$ cat src/aether_macros.svh
`ifndef AETHER_MACROS_SVH
`define AETHER_MACROS_SVH

// ----------------------------------------
// Datapath widths
// ----------------------------------------

// Signed sample width, weights and activations
`define AETHER_DATA_W 8
// Host word width on param_2 and data_o
`define AETHER_WORD_W 16

// ----------------------------------------
// Kernel and buffer sizes
// ----------------------------------------

`define AETHER_TAPS 9
// Unpack FIFO depth in host words
`define AETHER_FIFO_DEPTH 4

// Identification register contents
`define AETHER_VERSN 16'h6C00
`define AETHER_HWRID 16'hB2E9

`endif

$ cat src/aether_instr_pkg.sv
`default_nettype none

`include "aether_macros.svh"

package aether_instr_pkg;

  // Host opcodes on instruction_i
  typedef enum logic [3:0]
  {
    NOP  = 4'h0,
    RST  = 4'h1, // Clear the datapath
    LDW  = 4'h2, // Weight word in param_2
    LDA  = 4'h3, // Activation word in param_2
    RREG = 4'h4, // Register select in param_1
    RRES = 4'h5  // Last convolution result
  } opcode_e;

  // Readable registers, carried in param_1
  typedef enum logic [3:0]
  {
    VERSN = 4'h0,
    HWRID = 4'h1,
    STATS = 4'h2
  } reg_addr_e;

  // One host instruction, 24 bits
  typedef struct packed
  {
    opcode_e                   opcode;
    logic [3:0]                param_1;
    logic [`AETHER_WORD_W-1:0] param_2;
  } aether_cmd_t;

endpackage

`default_nettype wire

$ cat src/aether_data_pkg.sv
`default_nettype none

`include "aether_macros.svh"

package aether_data_pkg;

  // Nine 16-bit products need four extra bits
  localparam int AccW = 2 * `AETHER_DATA_W + $clog2(`AETHER_TAPS);

  typedef logic signed [`AETHER_DATA_W-1:0] sample_t;
  typedef logic        [`AETHER_WORD_W-1:0] word_t;
  typedef logic signed [AccW-1:0]           acc_t;
  typedef logic signed [`AETHER_WORD_W-1:0] result_t; // Saturated window sum

  // Host word with its destination
  typedef struct packed
  {
    logic  is_weight;
    word_t word;
  } tagged_word_t;

  // Unpacked byte, same tag as its word
  typedef struct packed
  {
    logic    is_weight;
    sample_t sample;
  } tagged_sample_t;

  typedef struct packed
  {
    logic [7:0] count;        // Completed windows
    logic       kernel_ready; // All nine taps loaded
  } mac_status_t;

endpackage

`default_nettype wire

$ cat src/aether_cmd_decoder.sv
`timescale 1ns/1ps
`default_nettype none

`include "aether_macros.svh"

module aether_cmd_decoder (
  input  logic                          clk_i,
  input  logic                          rst_n_i,
  input  aether_instr_pkg::aether_cmd_t cmd_i,
  input  logic                          full_i,
  output logic                          push_o,
  output aether_data_pkg::tagged_word_t word_o,
  output logic                          clear_o,
  input  aether_data_pkg::mac_status_t  status_i,
  input  aether_data_pkg::result_t      result_i,
  output aether_data_pkg::word_t        data_o
);

  import aether_instr_pkg::*;
  import aether_data_pkg::*;

  logic  is_load;
  logic  overflow_q;
  word_t stats;
  word_t reg_rdata;

  // ----------------------------------------
  // Load path to the unpack FIFO
  // ----------------------------------------

  assign is_load = (cmd_i.opcode == LDW) || (cmd_i.opcode == LDA);
  assign push_o  = is_load && !full_i; // Dropped while buffer is full

  assign word_o.is_weight = (cmd_i.opcode == LDW);
  assign word_o.word      = cmd_i.param_2;

  // ----------------------------------------
  // Register read mux
  // ----------------------------------------

  // Count in 7:0, ready in 8, overflow in 9
  assign stats = {{(`AETHER_WORD_W - 10){1'b0}}, overflow_q, status_i.kernel_ready,
                  status_i.count};

  always_comb
  begin
    case (reg_addr_e'(cmd_i.param_1))
      VERSN:   reg_rdata = `AETHER_VERSN;
      HWRID:   reg_rdata = `AETHER_HWRID;
      STATS:   reg_rdata = stats;
      default: reg_rdata = '0; // Unmapped address
    endcase
  end

  // ----------------------------------------
  // Clear pulse, overflow flag, read data
  // ----------------------------------------

  always_ff @(posedge clk_i)
  begin
    if (!rst_n_i)
    begin
      clear_o    <= 1'b0;
      overflow_q <= 1'b0;
    end
    else
    begin
      clear_o <= (cmd_i.opcode == RST);

      if (cmd_i.opcode == RST)
        overflow_q <= 1'b0;
      else if (is_load && full_i)
        overflow_q <= 1'b1; // Sticky until RST
    end
  end

  // Holds its value between reads
  always_ff @(posedge clk_i)
  begin
    if (!rst_n_i)
      data_o <= '0;
    else if (cmd_i.opcode == RREG)
      data_o <= reg_rdata;
    else if (cmd_i.opcode == RRES)
      data_o <= word_t'(result_i);
  end

  // A load refused by the full buffer shows up in STATS
  a_drop_sets_overflow: assert property (
    @(posedge clk_i) disable iff (!rst_n_i)
    (is_load && full_i) |=> overflow_q
  );

endmodule

`default_nettype wire

$ cat src/aether_unpack_fifo.sv
`timescale 1ns/1ps
`default_nettype none

`include "aether_macros.svh"

module aether_unpack_fifo (
  input  logic                            clk_i,
  input  logic                            rst_n_i,
  input  logic                            clear_i,
  input  logic                            push_i,
  input  aether_data_pkg::tagged_word_t   word_i,
  output logic                            full_o,
  output logic                            sample_valid_o,
  output aether_data_pkg::tagged_sample_t sample_o
);

  import aether_data_pkg::*;

  localparam int Depth = `AETHER_FIFO_DEPTH;
  localparam int PtrW  = $clog2(Depth);
  localparam int CntW  = $clog2(Depth + 1);

  tagged_word_t    mem_q [Depth];
  tagged_word_t    head;
  logic [PtrW-1:0] wr_ptr_q;
  logic [PtrW-1:0] rd_ptr_q;
  logic [PtrW-1:0] wr_addr;
  logic [CntW-1:0] count_q;
  logic            half_q; // High byte of head word next
  logic            wr_en;
  logic            word_done;

  assign full_o         = (count_q == CntW'(Depth));
  assign sample_valid_o = (count_q != '0);
  assign wr_en          = push_i && !full_o;
  assign word_done      = sample_valid_o && half_q; // Second byte leaves this cycle

  // A push during clear lands in slot 0
  assign wr_addr = clear_i ? '0 : wr_ptr_q;

  // ----------------------------------------
  // Output byte select, low byte first
  // ----------------------------------------

  assign head               = mem_q[rd_ptr_q];
  assign sample_o.is_weight = head.is_weight;
  assign sample_o.sample    = half_q ? head.word[`AETHER_WORD_W-1:`AETHER_DATA_W]
                                     : head.word[`AETHER_DATA_W-1:0];

  always_ff @(posedge clk_i)
  begin
    if (wr_en)
      mem_q[wr_addr] <= word_i;
  end

  always_ff @(posedge clk_i)
  begin
    if (!rst_n_i)
    begin
      wr_ptr_q <= '0;
      rd_ptr_q <= '0;
      count_q  <= '0;
      half_q   <= 1'b0;
    end
    else if (clear_i)
    begin
      wr_ptr_q <= wr_en ? PtrW'(1) : '0;
      rd_ptr_q <= '0;
      count_q  <= wr_en ? CntW'(1) : '0;
      half_q   <= 1'b0;
    end
    else
    begin
      if (wr_en)
        wr_ptr_q <= (wr_ptr_q == PtrW'(Depth - 1)) ? '0 : wr_ptr_q + 1'b1;
      if (word_done)
        rd_ptr_q <= (rd_ptr_q == PtrW'(Depth - 1)) ? '0 : rd_ptr_q + 1'b1;
      if (sample_valid_o)
        half_q <= !half_q;

      case ({wr_en, word_done})
        2'b10:   count_q <= count_q + 1'b1;
        2'b01:   count_q <= count_q - 1'b1;
        default: count_q <= count_q; // Idle or push and pop together
      endcase
    end
  end

  // Decoder gates its pushes on full
  a_no_write_full: assert property (
    @(posedge clk_i) disable iff (!rst_n_i)
    full_o |-> !push_i
  );

  a_occupancy: assert property (
    @(posedge clk_i) disable iff (!rst_n_i)
    count_q <= CntW'(Depth)
  );

endmodule

`default_nettype wire

$ cat src/aether_kernel_mac.sv
`timescale 1ns/1ps
`default_nettype none

`include "aether_macros.svh"

module aether_kernel_mac (
  input  logic                            clk_i,
  input  logic                            rst_n_i,
  input  logic                            clear_i,
  input  logic                            sample_valid_i,
  input  aether_data_pkg::tagged_sample_t sample_i,
  output aether_data_pkg::mac_status_t    status_o,
  output aether_data_pkg::result_t        result_o
);

  import aether_data_pkg::*;

  localparam int   Taps   = `AETHER_TAPS;
  localparam int   IdxW   = $clog2(Taps);
  localparam acc_t SatMax = acc_t'((1 << (`AETHER_WORD_W - 1)) - 1);
  localparam acc_t SatMin = -SatMax - acc_t'(1);

  typedef enum logic
  {
    KERNEL_EMPTY,
    KERNEL_READY
  } kernel_state_e;

  sample_t         weights_q [Taps];
  kernel_state_e   state_q;
  logic [IdxW-1:0] w_idx_q;   // Next weight tap
  logic [IdxW-1:0] a_idx_q;   // Running activation tap
  logic [7:0]      count_q;
  acc_t            acc_q;
  acc_t            product;
  acc_t            sum;
  result_t         sat_sum;
  logic            load_weight;
  logic            load_act;
  logic            last_tap;

  assign load_weight = sample_valid_i && sample_i.is_weight;
  assign load_act    = sample_valid_i && !sample_i.is_weight && (state_q == KERNEL_READY);
  assign last_tap    = (a_idx_q == IdxW'(Taps - 1));

  // ----------------------------------------
  // Multiply, accumulate, saturate
  // ----------------------------------------

  assign product = acc_t'(sample_i.sample) * acc_t'(weights_q[a_idx_q]);
  assign sum     = acc_q + product;

  always_comb
  begin
    if (sum > SatMax)
      sat_sum = result_t'(SatMax);
    else if (sum < SatMin)
      sat_sum = result_t'(SatMin);
    else
      sat_sum = result_t'(sum);
  end

  assign status_o.count        = count_q;
  assign status_o.kernel_ready = (state_q == KERNEL_READY);

  // Taps fill in arrival order and wrap
  always_ff @(posedge clk_i)
  begin
    if (load_weight)
      weights_q[w_idx_q] <= sample_i.sample;
  end

  always_ff @(posedge clk_i)
  begin
    if (!rst_n_i || clear_i)
    begin
      state_q <= KERNEL_EMPTY;
      w_idx_q <= '0;
      a_idx_q <= '0;
      count_q <= '0;
      acc_q   <= '0;
    end
    else
    begin
      if (load_weight)
      begin
        w_idx_q <= (w_idx_q == IdxW'(Taps - 1)) ? '0 : w_idx_q + 1'b1;
        if (w_idx_q == IdxW'(Taps - 1))
          state_q <= KERNEL_READY; // Ninth weight in
      end

      if (load_act)
      begin
        if (last_tap)
        begin
          a_idx_q <= '0;
          acc_q   <= '0;
          count_q <= count_q + 1'b1;
        end
        else
        begin
          a_idx_q <= a_idx_q + 1'b1;
          acc_q   <= sum;
        end
      end
    end
  end

  // Result survives a clear
  always_ff @(posedge clk_i)
  begin
    if (!rst_n_i)
      result_o <= '0;
    else if (load_act && last_tap)
      result_o <= sat_sum;
  end

  a_tap_range: assert property (
    @(posedge clk_i) disable iff (!rst_n_i)
    (a_idx_q < IdxW'(Taps)) && (w_idx_q < IdxW'(Taps))
  );

endmodule

`default_nettype wire

$ cat src/aether_engine.sv
`timescale 1ns/1ps
`default_nettype none

module aether_engine (
  input  logic        clk_i,
  input  logic        rst_n_i,
  input  logic [3:0]  instruction_i, // Opcode
  input  logic [3:0]  param_1_i,     // Register select
  input  logic [15:0] param_2_i,     // Load data
  output logic [15:0] data_o,        // Read data
  output logic        interrupt_o    // Buffer full, host must wait
);

  import aether_instr_pkg::*;
  import aether_data_pkg::*;

  aether_cmd_t    cmd;
  tagged_word_t   push_word;
  tagged_sample_t sample;
  mac_status_t    mac_status;
  result_t        mac_result;
  logic           push;
  logic           full;
  logic           clear;
  logic           sample_valid;

  // ----------------------------------------
  // Host instruction bus
  // ----------------------------------------

  assign cmd.opcode  = opcode_e'(instruction_i);
  assign cmd.param_1 = param_1_i;
  assign cmd.param_2 = param_2_i;

  assign interrupt_o = full;

  aether_cmd_decoder decoder_inst (
    .clk_i, .rst_n_i, .cmd_i(cmd), .full_i(full), .push_o(push), .word_o(push_word),
    .clear_o(clear), .status_i(mac_status), .result_i(mac_result), .data_o
  );

  aether_unpack_fifo fifo_inst (
    .clk_i, .rst_n_i, .clear_i(clear), .push_i(push), .word_i(push_word),
    .full_o(full), .sample_valid_o(sample_valid), .sample_o(sample)
  );

  aether_kernel_mac mac_inst (
    .clk_i, .rst_n_i, .clear_i(clear), .sample_valid_i(sample_valid), .sample_i(sample),
    .status_o(mac_status), .result_o(mac_result)
  );

endmodule

`default_nettype wire

$ cat config.mk
export PLATFORM = sky130hd
export DESIGN_NAME = aether_engine
export DESIGN_NICKNAME = d
export VERILOG_FILES = /design/src/aether_instr_pkg.sv /design/src/aether_data_pkg.sv /design/src/aether_cmd_decoder.sv /design/src/aether_unpack_fifo.sv /design/src/aether_kernel_mac.sv /design/src/aether_engine.sv
export VERILOG_INCLUDE_DIRS = /design/src
export SDC_FILE = /design/constraint.sdc
export NUM_CORES = 1
export LEC_CHECK = 0
export BUFFER_PORTS_ARGS = -buffer_cell sky130_fd_sc_hd__buf_2
export CAP_MARGIN = 20
export CORE_UTILIZATION = 40
export CTS_CLUSTER_DIAMETER = 100
export CTS_CLUSTER_SIZE = 16
export DETAILED_ROUTE_END_ITERATION = 8
export PLACE_DENSITY_LB_ADDON = 0.05
export SLEW_MARGIN = 10
export SYNTH_ARGS = -nofsm -noshare
export SYNTH_HDL_FRONTEND = slang
export SYNTH_HIERARCHICAL = 1
export SYNTH_SLANG_ARGS = --single-unit
$ cat constraint.sdc
create_clock -name clk_i -period 9.1 [get_ports clk_i]
set_input_delay 1.82 -clock clk_i [delete_from_list [all_inputs] [get_ports clk_i]]
set_output_delay 1.82 -clock clk_i [all_outputs]
set_load 0.05 [all_outputs]
* Word level (Yosys, flattened, before mapping)
Memories as Yosys holds them, arrays and structs flattened. A register that Yosys moved wholly into a read port is not among the register bits.
Index checks and enable logic that the tools add are counted.
** Storage, ports and cells
- Flip-flop bits (word level) :: 79
- Bits in latches :: 0
- RAM bits :: 140
- ROM bits :: 0
- Input port bits :: 26
- Output and inout port bits :: 17
- Memories :: 2
** Memories
- mac_inst.weights_q :: words 9, width 8, rd ports 1, clocked after memory_dff 1, write ports 1, line aether_kernel_mac.sv:29 : sample_t weights_q [Taps];
- fifo_inst.mem_q :: words 4, width 17, rd ports 1, clocked after memory_dff 1, write ports 1, line aether_unpack_fifo.sv:23 : tagged_word_t mem_q [Depth];
** Cells by class
- Add/subtract/negate cells :: 8
- Multiply operators :: 1
- Div/mod/pow operators :: 0
- Magnitude comparators :: 2
- Eq/ne operators :: 14
- Shift-type cells :: 0
- Multiplexer cells :: 26
- Bitwise gates (word level) :: 1
- Reduce and logical (&&, ||, !) cells :: 23
** Operator list (count)
- 16-bit 2-to-1 mux :: 4
- 16-bit one-hot mux with 3 select lines :: 1
- 20-bit adder :: 1
- 20-bit by 16-bit > comparator with 1-bit output (second input constant) :: 1
- 20-bit by 16-bit less-than comparator with 1-bit output (second input constant) :: 1
- 20-bit 2-to-1 mux :: 1
- 8-bit by 8-bit multiplier with 16-bit output :: 1
- 4-bit 2-to-1 mux :: 4
- 2-bit 2-to-1 mux :: 7
- 4-bit by 2-bit equality test with 1-bit output (second input constant) :: 3
- 4-bit by 1-bit adder with 4-bit output (second input constant) :: 2
- 8-bit by 1-bit adder with 8-bit output (second input constant) :: 1
- 4-bit by 1-bit equality test with 1-bit output (second input constant) :: 2
- 4-bit by 3-bit equality test with 1-bit output (second input constant) :: 2
- 4-bit equality test (second input constant) :: 2
- 1-bit logical AND :: 8
- 8-bit 2-to-1 mux :: 1
- 2-bit equality test (second input constant) :: 3
- 1-bit 2-to-1 mux :: 6
- 3-bit one-hot mux with 2 select lines :: 1
- 3-bit nonzero test :: 2
- 2-bit by 1-bit adder with 2-bit output (second input constant) :: 2
- 1-bit zero test :: 4
- 4-bit zero test :: 1
- other kinds (10) :: 14

* Longest topological paths before layout
Gate-level depths: netlist of run 1.
- Depth in word-level cells :: 7
- Gate-level depth with buffers :: 26
- Mapped depth without buffers :: 24

* Cells and area by module
The synthesis of run 1 kept the hierarchy.
** By module, submodules not included
- aether_kernel_mac :: instances 1, cells an instance 768, area each 8700.8 um^2
- aether_unpack_fifo :: instances 1, cells an instance 165, area each 3176.8 um^2
- aether_cmd_decoder :: instances 1, cells an instance 108, area each 952.2 um^2

* Worst setup path before layout of run 1
Ideal clock, no wire load.
- Path type :: register to register
- From :: register (tool-made name)
- To :: register mac_inst.result_o[11]
- Library setup time :: 0.119 ns
- Arrival :: 6.808 ns
- Required time :: 8.981 ns
- Slack :: 2.172 ns
- Stages on the path, launching flop included :: 25
- Buffers on the path :: 4
- Cells stage by stage :: dfxtp_1 buf_2 buf_2 mux4_2 mux2i_1 nor2_1 a21oi_1 nor2b_1 fa_1 inv_1 fa_1 inv_1 fa_1 fa_1 ha_1 ha_1 buf_6 o211ai_2 o211ai_1 or2_1 a21o_1 a311o_1 o41ai_4 buf_6 a21oi_1
** RTL lines
- end signal: assignment :: line aether_kernel_mac.sv:115 : result_o <= sat_sum;
- end: declaration :: line aether_kernel_mac.sv:13 : output aether_data_pkg::result_t result_o

==> results of run 1 <==
## flip-flops by register name, indices dropped and copies added, names as in the netlist, named ones only
signal / flops
decoder_inst/clear_o: 1
fifo_inst/count_q: 3
mac_inst/state_q: 1
mac_inst/count_q: 8
decoder_inst/overflow_q: 1
mac_inst/acc_q: 20
mac_inst/w_idx_q: 4
fifo_inst/half_q: 1
fifo_inst/wr_ptr_q: 2
mac_inst/result_o: 16
decoder_inst/data_o: 16
mac_inst/weights_q: 72
fifo_inst/rd_ptr_q: 2
fifo_inst/mem_q: 68
mac_inst/a_idx_q: 4
## logic make-up after synthesis
kind of cell,count (synthesis),synth area share
AO/OA/AOI/OAI,175,0.0896
XOR/XNOR,32,0.0218
adder cells (fa/ha/maj),144,0.193
buffers and inverters,158,0.0566
flip-flops,225,0.460
multiplexers,51,0.0777
AND/OR/NAND/NOR,256,0.101
## power groups by stage
stage	sequential, mW	clock, mW	combinational, mW
2_1_floorplan	1.13	0	1.51
3_3_place_gp	1.13	0	2.05
3_5_place_dp	1.13	0	2.03
4_1_cts	1.10	0.801	2.05
5_1_grt	1.10	0.836	2.30
6_report	1.10	0.774	2.03
## final cells by class
class,instances,share of cell area
Sequential cell,225,0.424
Multi-Input combinational cell,658,0.446
Inverter,104,0.0280
Tap cell,402,0.0361
Clock buffer,27,0.0348
Clock inverter,3,0.00548
Timing Repair Buffer,61,0.0253
## critical path: cells and delay by family (launching register included)
family / cells / cell delay, ns
AND/OR/NAND/NOR: 4 / 0.73
buffers and inverters: 3 / 0.45
flip-flops: 1 / 0.63
multiplexers: 2 / 0.72
adder cells (fa/ha/maj): 6 / 2.83
AO/OA/AOI/OAI: 7 / 2.31
## worst paths after layout
kind                           endpoint  cells after the start
setup / recovery  mac_inst/result_o[10]                     22
hold / removal       mac_inst/acc_q[19]                      2
hold reg to reg      mac_inst/acc_q[19]                      2
setup reg to reg  mac_inst/result_o[10]                     22
## per-stage QoR
stage,util,setup WS (ns),total power [mW],cells
finish,0.441,1.32,3.91,1480
global route,0.441,0.609,4.24,1480
CTS,0.441,1.14,3.95,1480
detailed placement,0.424,1.19,3.15,1450
global placement,0.424,1.29,3.18,1450
floorplan,-,2.17,2.65,1041
## metal layers
metal / routed length (µm) / GRT usage / vias up / share of wire
met5: 0 / 0 / - / 0
met4: 264 / 0.0285 / 0 / 0.0094
met3: 1060 / 0.0200 / 20 / 0.038
met2: 12500 / 0.273 / 128 / 0.45
met1: 14200 / 0.272 / 3847 / 0.51
li1: - / - / 3686 / -
## placed cells by master (no fill, tap or decap), drive strengths merged, types with 3 or more instances in the layout
cell    Yosys  final
a22oi      19     19
a31oi       8      8
o21ai      45     45
o211ai      9      9
a32oi      10     10
mux2i      10     10
a21boi      3      3
nand3      12     12
a21o        4      4
nor3b       8      8
a21oi      55     55
ha         55     55
nor2       73     73
inv       104    104
and3        5      5
o21a        4      4
clkbuf     20     27
o21bai      3      3
dfxtp      85     85
edfxtp    140    140
nand2b     16     16
xnor2      18     18
nor2b      40     40
xor2       14     14
and2       15     15
nor3       10     10
mux2        8      8
buf        34     61
a211oi      3      3
fa         89     89
or3         3      3
nand2      62     62
or2         4      4
mux4       33     33
==> flow_summary.yaml, run 1 <==
status:
  status: "complete, no violations"
clock_network:
  clock_latency_ns: 0.51
  cts_tree: "built"
  post-cts-setup-buffer-count: 0
  root_buffer: "clkbuf_16"
  cts.clk_slew.worst_paths_ns: 0.07
  cts_buffers: 18
  htree_levels: 1
  cts_resized: 0
  clockBufferDepth: 3
  hold_buffers: 0
  cts_sinks: 225
worst_setup_path:
  critPathMostFrequentCell: "fa_1"
  critical_path_class: "reg2reg"
  startpoint_type: "flip-flop"
  worstPathCellList: "buf_4, mux4_2, mux2i_1, nor2_1, a21oi_1, nor2b_1, fa_1, inv_1, fa_1, inv_1, fa_1, fa_1, ha_1, ha_1, a21oi_4, o211ai_1, or2_1, a2111oi_0, a311oi_1, o211ai_2, nand2_1, a21oi_2"
  crit_arrival_ns: 8.22
  rrSetupSlack_ns: 1.32
  crit_slowest_cell: "dfxtp_1"
  crit_fanout: 15
  end_kind: "flip-flop"
  cp.required_ns: 9.54
  critical_path.max_stage_delay_ns: 0.63
timing:
  fin_crit_sh: 0.855
  period_needed_ns: 7.78
  drv_slew: 0
  max_freq_ghz: 0.128
  setup_violations: 0
  tightest_slew_ns: 0.905
  whs_ns: 0.481
  rsz0062_at_grt: "no"
  finClkSkew_ns: 0.0256
  setup_tns_ns: 0
  hold_viol_final: 0
  max_slew_margin: 0.397
run:
  cap_violations: 0
yosys:
  synth_edf_count: 140
  synth.distinct_cells: 67
  synth_ff_type: "edfxtp_1"
  yosysTopAreaCellShare: 0.328
  synthCells: 1041
  synth_area_leaders: "edfxtp_1 33%, fa_1 14%, dfxtp_1 13%"
  async_flop_share: 0
  ys_warn_count: 6
  synth-seq-cells: 225
  synth_seq_area_share: 0.460
  synth_commonest_cells: "140 x edfxtp_1, 104 x inv_1, 89 x fa_1"
  syn_nets: 1211
  yosysTopAreaCell: "edfxtp_1"
  synth.most_common_cell: "edfxtp_1"
  synth_area_mm2: 0.0128
  avgSynthCellArea_um2: 12.3
placed_design:
  io_buffer_count: 42
  placed_cell_area_mm2: 0.0134
  place.detailed.hpwl_um: 19900
  gp_congestion: 0.791
routing:
  vias_per_cell: 5.19
  vias: 7681
  drc: 0
  totalWireLength_um: 28000
  ant_nets: 0
  drt_iter0_markers: 503
  drt-pass1-iter-count: 5
  wl_per_cell_um: 18.9
worst_hold_path:
  hp-start: "mac_inst/acc_q[19]"
  worstHoldPathType: "reg2reg"
pwr:
  vdd_drop_max_v: 0.000185
  p_leak_nw: 5.39
  clkPwrFrac: 0.198
  power_density_mw_per_mm2: 281
  power_switching_mw: 1.70
  p_sw_frac: 0.435
  p_seq_frac: 0.282
  pwr-share-comb: 0.520
  p_int_mw: 2.21
global_routing:
  grt.total_usage: 0.177
  grt_max_degree: 39
  overflow: 0
  antenna_found_initial: 0
  grt_pass1_wl_um: 44900
  grt_pass1_vias: 7801
finish:
  layout-drive-gt1-share: 0.118
  antenna_cells: 0
  multiInputGateArea_mm2: 0.00621
  synthToLayoutAreaGrowth_pct: 8.54
  nets: 1238
  finalInstanceArea_mm2: 0.0139
  seq_area_mm2: 0.00591
  fillers: 2991
floorplanning:
  pin_count: 43
  die_area_mm2: 0.0328
  die_h_um: 181
  fp-row-count: 65
  start_util: 0.407
  die_w_um: 181
  core_area_mm2: 0.0316
No activity file was read; power rests on OpenSTA's default activity.
==> inputs of run 2 (changes only) <==
--- a/config.mk
+++ b/config.mk
@@ -8,6 +8,7 @@
 export LEC_CHECK = 0
 export BUFFER_PORTS_ARGS = -buffer_cell sky130_fd_sc_hd__buf_2
 export CAP_MARGIN = 20
+export CORE_MARGIN = 4
 export CORE_UTILIZATION = 40
 export CTS_CLUSTER_DIAMETER = 100
 export CTS_CLUSTER_SIZE = 16
==> run 2 against run 1 <==
Critical path depth did not move. Clock-buffer cell count rose by 1. Power fell by 0.81%. Cell count rose by 0.14%. Sequential power barely moved. Final area barely moved. Global-route usage fell by 1.7 points. Largest cell class unchanged.
==> flow_summary.yaml, run 2 (synthesis results as in run 1) <==
clock_network:
  cts_sinks: 225
  cts_resized: 0
  htree_levels: 1
  cts_buffers: 18
  root_buffer: "clkbuf_16"
  hold_buffers: 0
  clock_latency_ns: 0.52
  cts.clk_slew.worst_paths_ns: 0.08
  clockBufferDepth: 3
  cts_tree: "built"
  post-cts-setup-buffer-count: 0
pwr:
  vdd_drop_max_v: 0.000191
  p_leak_nw: 5.40
  clkPwrFrac: 0.196
  power_switching_mw: 1.69
  power.total_mw: 3.88
  p_seq_frac: 0.284
  p_int_mw: 2.19
  pwr-share-comb: 0.521
  p_sw_frac: 0.435
  power_density_mw_per_mm2: 278
routing:
  drc: 0
  wl_per_cell_um: 18.7
  drt_iter0_markers: 408
  drt-pass1-iter-count: 5
  ant_nets: 0
  totalWireLength_um: 27800
  vias: 7651
  vias_per_cell: 5.16
floorplanning:
  die_w_um: 187
  die_h_um: 187
  fp-row-count: 65
  pin_count: 43
  core_area_mm2: 0.0316
  die_area_mm2: 0.0350
  start_util: 0.406
global_routing:
  grt_pass1_vias: 7943
  antenna_found_initial: 1
  overflow: 0
  grt_pass1_wl_um: 45100
  grt.total_usage: 0.160
  grt_max_degree: 39
worst_setup_path:
  end_kind: "flip-flop"
  crit_fanout: 15
  crit_arrival_ns: 8.56
  rrSetupSlack_ns: 0.97
  cp.required_ns: 9.53
  startpoint_type: "flip-flop"
  critical_path_class: "reg2reg"
timing:
  max_slew_margin: 0.383
  period_needed_ns: 8.13
  hold_viol_final: 0
  setup_violations: 0
  drv_slew: 0
  finClkSkew_ns: 0.0340
  tightest_slew_ns: 0.925
  fin_ws_ns: 0.969
  max_freq_ghz: 0.123
  setup_tns_ns: 0
  fin_crit_sh: 0.894
  rsz0062_at_grt: "no"
  whs_ns: 0.484
placed_design:
  gp_congestion: 0.807
  place_ws_ns: 0.942
  dp_cells: 1451
  io_buffer_count: 42
  place.detailed.hpwl_um: 19900
  placed_cell_area_mm2: 0.0134
finish:
  finalInstanceArea_mm2: 0.0139
  layout-drive-gt1-share: 0.120
  final_core_util: 0.441
  largest_reg_flops: 72
  fillers: 2960
  top_register: "mac_inst/weights_q"
  reg_top3: "mac_inst/weights_q: 72 flops, fifo_inst/mem_q: 68 flops, mac_inst/acc_q: 20 flops"
  nets: 1239
  synthToLayoutAreaGrowth_pct: 8.63
  final_cell_mix: "140 x edfxtp_1, 104 x inv_1, 89 x fa_1, 85 x dfxtp_1, 73 x nor2_1"
  fin_cells: 1482
  final_common_cell: "edfxtp_1"
run:
  cap_violations: 0
worst_hold_path:
  worstHoldPathType: "reg2reg"
status:
  status: "complete, no violations"
-- run 2: cell types whose count changed in the layout (fill, tap and decap cells not counted), sizes merged --
cell and delta:
clkbuf +1, diode +1, bufinv -1, buf +1
-- run 2: routing by layer --
layer / part of all wire / track usage
met1: 0.53 / 0.255
met2: 0.43 / 0.241
met3: 0.027 / 0.0170
met4: 0.010 / 0.0250
met5: 0 / 0
-- run 2: layout make-up --
type                    count  area [µm²]  share of cell area
multi-input cells         658        6210               0.446
diodes                      1        2.50            0.000180
clock buffers              28         508              0.0364
inverters                 104         390              0.0280
flip-flops and latches    225        5910               0.424
well taps                 402         503              0.0361
repair buffers             62         368              0.0264
clock inverters             2        46.3             0.00332
-- run 2: power groups by stage --
stage | clock network (mW) | registers, mW | logic [mW]
2_1_floorplan | 0 | 1.13 | 1.51
3_3_place_gp | 0 | 1.12 | 2.03
3_5_place_dp | 0 | 1.12 | 2.00
4_1_cts | 0.792 | 1.10 | 2.02
5_1_grt | 0.830 | 1.10 | 2.28
6_report | 0.759 | 1.10 | 2.02
-- run 2: final timing paths --
check | startpoint | endpoint | cells after the start
max | flip-flop | mac_inst/result_o[9] | 22
min | mac_inst/result_o[11] | decoder_inst/data_o[11] | 2
max reg2reg | flip-flop | mac_inst/result_o[9] | 22
min reg2reg | mac_inst/result_o[11] | decoder_inst/data_o[11] | 2
-- run 2: worst max-delay path, cell delays in order, from the launching register on --
cell	delay [ns]
dfxtp_1	0.63
buf_4	0.32
mux4_2	0.51
mux2i_1	0.17
nor2_1	0.05
a21oi_1	0.59
nor2b_1	0.21
fa_1	0.60
inv_1	0.15
fa_1	0.56
inv_1	0.05
fa_1	0.50
fa_1	0.50
ha_1	0.33
ha_1	0.42
o211ai_2	0.27
o211ai_1	0.13
or2_1	0.29
a2111oi_0	0.57
a311oi_1	0.20
o211ai_2	0.62
nand2_1	0.20
a21oi_2	0.16
